===== src/design/spi_loop_config.svh =====
`ifndef SPI_LOOP_CONFIG_SVH
`define SPI_LOOP_CONFIG_SVH

// build-wide constants for the spi loopback

// bits per transfer
// one chip select, msb first, fixed word
`define SPI_WIDTH 8

// clk cycles per sclk half period
// keep at 4 or more, slave sees pins through
// a 2-flop synchronizer plus edge detect (3 cycles)
`define SPI_HALF_PERIOD 4

// full transfer, send to data_valid:
//   16 * SPI_HALF_PERIOD + 2 clk cycles
// one half period of setup, 8 high halves,
// 7 low halves, then the finish cycle

`endif


===== src/design/spi_loop_pkg.sv =====
package spi_loop_pkg;

  // master sequencer states
  // idle      waiting for send, cs high, sclk low
  // setup     cs low, first bit on mosi, sclk still low
  // sclk_high sclk high, miso sampled on entry
  // sclk_low  sclk low, next mosi bit on entry
  // finish    cs released, data_valid pulse
  typedef enum logic [2:0] {
    st_idle      = 3'd0,
    st_setup     = 3'd1,
    st_sclk_high = 3'd2,
    st_sclk_low  = 3'd3,
    st_finish    = 3'd4
  } master_state_e;

  // slave reply order
  // direct returns the received byte as is
  // reverse returns it with bit 0 swapped to the msb end
  typedef enum logic {
    order_direct  = 1'b0,
    order_reverse = 1'b1
  } reply_order_e;

  // reply is prepared at the end of one transfer
  // and shifted out during the next one,
  // so the master always reads the previous byte back

  // first transfer after reset
  // returns the cleared reply register, all zeros

  // no back-pressure anywhere
  // sends outside st_idle are dropped by the master

endpackage


===== src/design/spi_master.sv =====
`include "spi_loop_config.svh"

module spi_master
  import spi_loop_pkg::*;
(
  input  logic                  clk,
  input  logic                  RST,
  input  logic                  send,
  input  logic [`SPI_WIDTH-1:0] data_in,
  output logic [`SPI_WIDTH-1:0] data_out,
  output logic                  data_valid,
  output logic                  mosi,
  input  logic                  miso,
  output logic                  sclk,
  output logic                  cs
);

  localparam int W   = `SPI_WIDTH;
  localparam int HCW = $clog2(`SPI_HALF_PERIOD);
  localparam int BCW = $clog2(`SPI_WIDTH);

  // last count of a half period
  localparam logic [HCW-1:0] HALF_LAST = HCW'(`SPI_HALF_PERIOD - 1);
  // index of the final bit
  localparam logic [BCW-1:0] BIT_LAST  = BCW'(`SPI_WIDTH - 1);

  master_state_e  state;
  logic [HCW-1:0] half_cnt;
  logic [BCW-1:0] bit_cnt;
  logic [W-1:0]   tx_shift;
  logic [W-1:0]   rx_shift;
  logic           half_done;

  // end of current half period
  assign half_done = (half_cnt == HALF_LAST);

  // msb first, tx_shift moves on falling sclk
  assign mosi = tx_shift[W-1];

  always_ff @(posedge clk) begin
    if (RST) begin
      state      <= st_idle;
      half_cnt   <= '0;
      bit_cnt    <= '0;
      sclk       <= 1'b0;
      cs         <= 1'b1;
      data_valid <= 1'b0;
      tx_shift   <= '0;
    end else begin
      // strobe by default
      data_valid <= 1'b0;
      case (state)
        st_idle: begin
          // sends only accepted here
          if (send) begin
            tx_shift <= data_in;
            cs       <= 1'b0;
            half_cnt <= '0;
            bit_cnt  <= '0;
            state    <= st_setup;
          end
        end
        // setup and low halves both end in a rising sclk
        st_setup, st_sclk_low: begin
          if (half_done) begin
            sclk     <= 1'b1;
            // mode 0 sample on rising edge
            rx_shift <= {rx_shift[W-2:0], miso};
            half_cnt <= '0;
            state    <= st_sclk_high;
          end else begin
            half_cnt <= half_cnt + 1'b1;
          end
        end
        st_sclk_high: begin
          if (half_done) begin
            sclk     <= 1'b0;
            half_cnt <= '0;
            if (bit_cnt == BIT_LAST) begin
              // last falling edge, release cs with it
              cs    <= 1'b1;
              state <= st_finish;
            end else begin
              // next bit onto mosi
              bit_cnt  <= bit_cnt + 1'b1;
              tx_shift <= {tx_shift[W-2:0], 1'b0};
              state    <= st_sclk_low;
            end
          end else begin
            half_cnt <= half_cnt + 1'b1;
          end
        end
        st_finish: begin
          // hand back what the slave sent
          data_out   <= rx_shift;
          data_valid <= 1'b1;
          state      <= st_idle;
        end
        default: begin
          state <= st_idle;
        end
      endcase
    end
  end

  // clock parked low whenever the slave is deselected
  a_sclk_idle_low : assert property (
    @(posedge clk) disable iff (RST) cs |-> !sclk
  );

  // one pulse per transfer, never stretched
  a_valid_single : assert property (
    @(posedge clk) disable iff (RST) data_valid |=> !data_valid
  );

endmodule


===== src/design/spi_slave.sv =====
`include "spi_loop_config.svh"

module spi_slave
  import spi_loop_pkg::*;
(
  input  logic         clk,
  input  logic         RST,
  input  reply_order_e select,
  input  logic         mosi,
  input  logic         sclk,
  input  logic         cs,
  output logic         miso
);

  localparam int W   = `SPI_WIDTH;
  localparam int RCW = $clog2(`SPI_WIDTH) + 1;

  // 2-flop synchronizers, [1] is the usable stage
  logic [1:0]     mosi_sync;
  logic [1:0]     sclk_sync;
  logic [1:0]     cs_sync;
  // previous synchronized levels for edge detect
  logic           sclk_q;
  logic           cs_q;
  logic           sclk_rise;
  logic           sclk_fall;
  logic           cs_fall;
  logic           cs_rise;
  logic           cs_low;
  logic [RCW-1:0] rise_cnt;
  logic [W-1:0]   rx_shift;
  logic [W-1:0]   rx_rev;
  logic [W-1:0]   tx_shift;
  logic [W-1:0]   reply;
  reply_order_e   order_q;

  always_ff @(posedge clk) begin
    if (RST) begin
      mosi_sync <= '0;
      sclk_sync <= '0;
      cs_sync   <= '1;
      sclk_q    <= 1'b0;
      cs_q      <= 1'b1;
    end else begin
      mosi_sync <= {mosi_sync[0], mosi};
      sclk_sync <= {sclk_sync[0], sclk};
      cs_sync   <= {cs_sync[0], cs};
      sclk_q    <= sclk_sync[1];
      cs_q      <= cs_sync[1];
    end
  end

  // edges, 3 clk behind the pins
  assign sclk_rise = sclk_sync[1] & ~sclk_q;
  assign sclk_fall = ~sclk_sync[1] & sclk_q;
  assign cs_fall   = ~cs_sync[1] & cs_q;
  assign cs_rise   = cs_sync[1] & ~cs_q;
  assign cs_low    = ~cs_sync[1];

  // mirrored copy of the received byte
  always_comb begin
    for (int i = 0; i < W; i++) begin
      rx_rev[i] = rx_shift[W-1-i];
    end
  end

  // reply msb first
  assign miso = tx_shift[W-1];

  always_ff @(posedge clk) begin
    if (RST) begin
      tx_shift <= '0;
      reply    <= '0;
      rise_cnt <= '0;
      order_q  <= order_direct;
    end else begin
      if (cs_fall) begin
        // first reply bit out as soon as cs is seen low
        tx_shift <= reply;
        rise_cnt <= '0;
        // order fixed for the whole transfer
        order_q  <= select;
      end else if (cs_low) begin
        // extra clocks past the word are not shifted in
        if (sclk_rise && (rise_cnt < RCW'(W))) begin
          rx_shift <= {rx_shift[W-2:0], mosi_sync[1]};
          rise_cnt <= rise_cnt + 1'b1;
        end
        // next reply bit on falling sclk
        if (sclk_fall) begin
          tx_shift <= {tx_shift[W-2:0], 1'b0};
        end
      end
      // end of transfer, prepare reply for the next one
      if (cs_rise) begin
        reply <= (order_q == order_reverse) ? rx_rev : rx_shift;
      end
    end
  end

  // master must not clock more than one word per select window
  a_word_length : assert property (
    @(posedge clk) disable iff (RST)
      (sclk_rise && cs_low) |-> (rise_cnt < RCW'(W))
  );

endmodule


===== src/design/spi_loop.sv =====
`include "spi_loop_config.svh"

module spi_loop
  import spi_loop_pkg::*;
(
  input  logic                  clk,
  input  logic                  RST,
  input  logic                  send,
  input  logic [`SPI_WIDTH-1:0] data_in,
  output logic [`SPI_WIDTH-1:0] data_out,
  output logic                  data_valid,
  input  reply_order_e          select,
  // 1 routes master to slave internally, 0 uses the pins
  input  logic                  loop_mode,

  // master side pins
  output logic                  ext_master_mosi,
  input  logic                  ext_master_miso,
  output logic                  ext_master_sclk,
  output logic                  ext_master_cs,

  // slave side pins
  input  logic                  ext_slave_mosi,
  output logic                  ext_slave_miso,
  input  logic                  ext_slave_sclk,
  input  logic                  ext_slave_cs
);

  logic master_mosi;
  logic master_miso;
  logic master_sclk;
  logic master_cs;
  logic slave_mosi;
  logic slave_miso;
  logic slave_sclk;
  logic slave_cs;

  // master always drives its pins
  assign ext_master_mosi = master_mosi;
  assign ext_master_sclk = master_sclk;
  assign ext_master_cs   = master_cs;

  // master miso from slave or from outside
  assign master_miso = loop_mode ? slave_miso : ext_master_miso;

  // slave inputs from master wires or from outside
  assign slave_mosi = loop_mode ? master_mosi : ext_slave_mosi;
  assign slave_sclk = loop_mode ? master_sclk : ext_slave_sclk;
  assign slave_cs   = loop_mode ? master_cs   : ext_slave_cs;

  // slave reply always visible on its pin
  assign ext_slave_miso = slave_miso;

  spi_master master_i (
    .clk        (clk),
    .RST        (RST),
    .send       (send),
    .data_in    (data_in),
    .data_out   (data_out),
    .data_valid (data_valid),
    .mosi       (master_mosi),
    .miso       (master_miso),
    .sclk       (master_sclk),
    .cs         (master_cs)
  );

  // reply register lives here, survives loop_mode changes
  spi_slave slave_i (
    .clk    (clk),
    .RST    (RST),
    .select (select),
    .mosi   (slave_mosi),
    .sclk   (slave_sclk),
    .cs     (slave_cs),
    .miso   (slave_miso)
  );

endmodule


===== config.mk =====
export PLATFORM = sky130hd
export DESIGN_NAME = spi_loop
export DESIGN_NICKNAME = d
export VERILOG_FILES = /design/src/design/spi_loop_pkg.sv /design/src/design/spi_master.sv /design/src/design/spi_slave.sv /design/src/design/spi_loop.sv
export VERILOG_INCLUDE_DIRS = /design/src /design/src/design
export SDC_FILE = /design/constraint.sdc
export NUM_CORES = 1
export LEC_CHECK = 0
export ABC_AREA = 1
export BUFFER_PORTS_ARGS = -buffer_cell sky130_fd_sc_hd__buf_4
export CORE_MARGIN = 5
export CORE_UTILIZATION = 25
export DETAILED_ROUTE_END_ITERATION = 12
export HOLD_SLACK_MARGIN = 0.12
export PLACE_DENSITY = 0.44
export SETUP_SLACK_MARGIN = 0.02
export SKIP_LAST_GASP = 1
export SLEW_MARGIN = 20
export SYNTH_ARGS = -nofsm -noshare
export SYNTH_HDL_FRONTEND = slang
export SYNTH_SLANG_ARGS = --single-unit

===== constraint.sdc =====
create_clock -name clk -period 2.7 [get_ports clk]
set_input_delay 0.135 -clock clk [delete_from_list [all_inputs] [get_ports clk]]
set_output_delay 0.135 -clock clk [all_outputs]
set_load 0.03 [all_outputs]

==> results.txt <==
The count of buffers added on input and output ports is 29. The netlist uses 29 different library cells. The startpoint identified for the worst register-to-register timing path is master_i.state[2]. Entering global routing, the biggest net connects 33 pins. Beginning of the worst hold path: loop_mode. The largest stage delay on the critical path was 590 ps; the required time of the worst setup path was 2970 ps. Before antenna repair, the detailed router went through 4 iterations. In this run, the number of DRC markers left after iteration 0 of detailed routing was 132. The endpoint of the lowest-slack register-to-register path was master_i.tx_shift[5]. Hold path depth: 3. The worst path needs 1870 ps of the cycle, external delays included. The tools report the clock share of power as 0.329. The final number of max-transition violations was 0. The CTS buffer count is 9, and the floorplan core area is 0.0113 sq mm. The static power due to leakage was 1.44 nW. The sequential share of power was 0.419; the number of rows created at floorplan was 39.

Transition time at the pin with the least slew margin: 671 ps. Data on the critical path arrives at its endpoint at 2140 ps. In this run the register-to-register setup slack is 990 ps. The number of hold violations in the final report came out at 0. The first global-routing pass estimated 9940 microns of wire.

The nature of the critical path endpoint is a flip-flop. The most prevalent standard cell on the critical path is dlygate4sd3_1. In this run the number of H-tree levels came out at 3. Flop and latch count out of synthesis: 72. The signal on the critical path passes through dlygate4sd3_1, buf_4, inv_2, o21ai_0, dlygate4sd3_1, nor2_1. Counting every net in the synthesized netlist gives 349. Summing all multi-input logic gate instances after layout gives 0.00101 sq mm. The largest individual stage delay along the critical path comes from the cell dlygate4sd3_1. The worst register-to-register path has a depth of 8. The fraction of layout instances using a drive strength above 1 was 0.181. For the remaining routing DRC violations, the log shows 0. Switching share of total power: 0.322. Internal power comes to 2.14 mW.

For the global router's overall resource usage, the log shows 0.0950. For the total wire length after detailed routing, the log shows 5920 microns. The worst hold path terminates at master_i.rx_shift[0]. At the end of the flow, the number of nets in the layout was 387.

The clock-pin slew on the worst setup and hold paths works out to 50 ps. TritonCTS built the clock tree. The synthesized cell area is 0.00287 sq mm, and the number of sinks driven by the clock tree is 72. Global routing finished with a remaining overflow of 0. Filler cell count in the final layout: 1219. The later-pin clock latency in the skew report came out at 330 ps. The number of warnings issued by yosys was 0; the number of global-route vias before repair was 2159. Final worst-path cycle share: 0.692.

Setup violations remaining at the end of the flow were counted as 0. The area overhead of the layout relative to synthesis works out to 24.2%. The worst-case IR drop observed on VDD is 0.000342 V.

From bottom edge to top edge, the die measures 117 microns. The total negative slack for setup checks was 0 ps; the net load switching power was 1.01 mW. The per-cell via count in the routed design is 4.26. CTS placed an instance of clkbuf_16 at the clock tree root. Routability-driven placement finished with a final weighted congestion of 0.702. For the initial core utilization, the log shows 0.254.

The die covers 0.0137 sq mm. Dividing total power by cell area gives a power density of 883 mW/mm^2. Class of the tightest hold or removal check: in2reg. Prior to clock tree synthesis, the placed netlist has a worst setup slack of 957 ps.

The flow ran to the end, and the final reports show no timing, DRC or antenna violations. Mean routed wirelength per cell: 11.5 microns. The sequential cells in the finished layout cover a total of 0.00168 sq mm. Between clock sinks in the finished design, the worst skew comes to 6.33 ps. STA classifies the critical path startpoint as an input pin. Static timing analysis puts the maximum clock frequency at 536 MHz. The HPWL after detailed placement is 3980 microns. The run gives 0 as the initial antenna violation count. The tools report the clock tree buffer depth as 2.

The total number of vias came out at 2190. The kind of critical path was in2reg. The logs give 0 for the number of max-cap violations and 30 for the number of primary I/O pins.

The fraction of power consumed by combinational cells is 0.252. The logs give 0.586 for the proportion of synthesized chip area in sequential cells and 0.551 for the worst slew margin relative to its limit. The run gives 0 as the number of routed nets with antenna violations. Setup repair after global routing left no endpoint under its margin. Along the worst path, the maximum fanout reaches 32.

A synthesized cell averages 8.75 sq um. After layout, the worst setup slack is 833 ps. After technology mapping, the gate count stands at 328. 0 antenna diodes ended up in the layout. The floorplan step set the die width to 117 microns.
==> per-stage QoR <==
stage	area [sq um]	utilization	power (mW)	std cells	hold WS, ps
after floorplan	2870	-	2.02	328	248
after global placement	3210	0.283	2.13	488	375
after detailed placement	3210	0.283	2.14	488	380
after CTS	3570	0.315	3.21	514	126
after global routing	3570	0.315	3.40	514	154
final	3570	0.315	3.15	514	140
==> how the worst max path moves through the flow <==
stage,startpoint,endpoint,slack (ps),depth (start not counted)
after global routing,RST,slave_i.mosi_sync[0],610,6
final,RST,slave_i.mosi_sync[0],830,6
after floorplan,slave_i.cs_sync[1],slave_i.rx_shift[0],960,4
after detailed placement,master_i.state[2],master_i.tx_shift[2],960,8
after CTS,RST,slave_i.sclk_sync[0],810,6
after global placement,master_i.state[2],master_i.tx_shift[5],970,8
==> cell usage after synthesis (all sizes together) <==
cell type | count | area (sq um)
a211oi | 1 | 7.51
a21oi | 8 | 40.0
a31oi | 15 | 93.8
buf | 8 | 52.6
clkbuf | 6 | 22.5
clkinv | 1 | 3.75
dfxtp | 48 | 961
edfxtp | 24 | 721
ha | 4 | 50.1
inv | 27 | 101
nand2 | 97 | 377
nand3 | 15 | 90.1
nand4 | 2 | 18.8
nor2 | 42 | 175
nor3 | 6 | 30.0
o211ai | 1 | 7.51
o21a | 1 | 7.51
o21ai | 20 | 100
or2 | 2 | 12.5
==> timing repair <==
item                                   CTS  global route
buffers inserted                         0             0
endpoints found under the hold margin   10             0
hold buffers                            10             0
gates resized for setup                  0             0
==> worst max-delay path: cells and delay by family <==
family	cells	cell delay (ps)
buffers and inverters	4	1750
AND/OR/NAND/NOR	1	80
AO/OA/AOI/OAI	1	160
==> sequential cells by signal (all words and copies together), names as in the netlist, 4 cells and up <==
register	flops
master_i.rx_shift	8
slave_i.tx_shift	8
slave_i.rise_cnt	4
master_i.tx_shift	8
master_i.data_out	8
slave_i.rx_shift	8
slave_i.reply	8
==> logic make-up after synthesis <==
| kind of cell | count (synthesis) | share of synthesized area |
|---|---|---|
| buf+inv | 42 | 0.0627 |
| flops | 72 | 0.586 |
| compound gates | 46 | 0.0893 |
| simple gates | 164 | 0.245 |
| fa+ha+maj | 4 | 0.0174 |
==> power by group through the flow <==
stage	registers (mW)	logic, mW	clock network (mW)
3_5_place_dp	1.34	0.794	0
2_1_floorplan	1.34	0.675	0
4_1_cts	1.32	0.810	1.08
3_3_place_gp	1.34	0.786	0
6_report	1.32	0.794	1.04
5_1_grt	1.33	0.949	1.12
==> metal layers <==
metal  share of wire  global-route usage  wire [microns]
met5               0                   0               0
met4           0.018              0.0413             105
met3           0.048              0.0314             284
met2            0.45               0.154            2660
met1            0.48               0.115            2870
==> cell type report <==
cell class / instances / area share
clock buffer: 12 / 0.0663
multi-input combinational: 214 / 0.283
clock inverter: 4 / 0.00631
inverter: 28 / 0.0295
sequential: 72 / 0.471
tap: 143 / 0.0502
timing repair buffer: 41 / 0.0933
==> layout by cell type (no fill, tap or decap) <==
cell / Yosys / routed
nor2_2: 1 / 1
nor2_1: 39 / 39
nor3_1: 6 / 6
buf_4: 0 / 31
inv_1: 14 / 14
nand3_1: 12 / 12
or2_1: 1 / 1
or2_2: 1 / 1
ha_1: 4 / 4
o21ai_1: 17 / 17
o21ai_0: 3 / 3
inv_2: 13 / 13
o21a_1: 1 / 1
clkbuf_16: 0 / 9
a31oi_1: 15 / 15
nor2_4: 2 / 2
clkinv_4: 0 / 1
clkbuf_1: 6 / 3
nand4_2: 1 / 1
nand2_2: 2 / 2
clkinv_2: 0 / 2
a211oi_1: 1 / 1
clkinv_1: 1 / 2
nand4_1: 1 / 1
o211ai_1: 1 / 1
nand2_4: 1 / 1
nand2_1: 94 / 94
nand3_2: 3 / 3
dlygate4sd3_1: 0 / 10
edfxtp_1: 24 / 24
a21oi_1: 8 / 8
dfxtp_1: 48 / 48
Power figures use the tool's default switching activity.
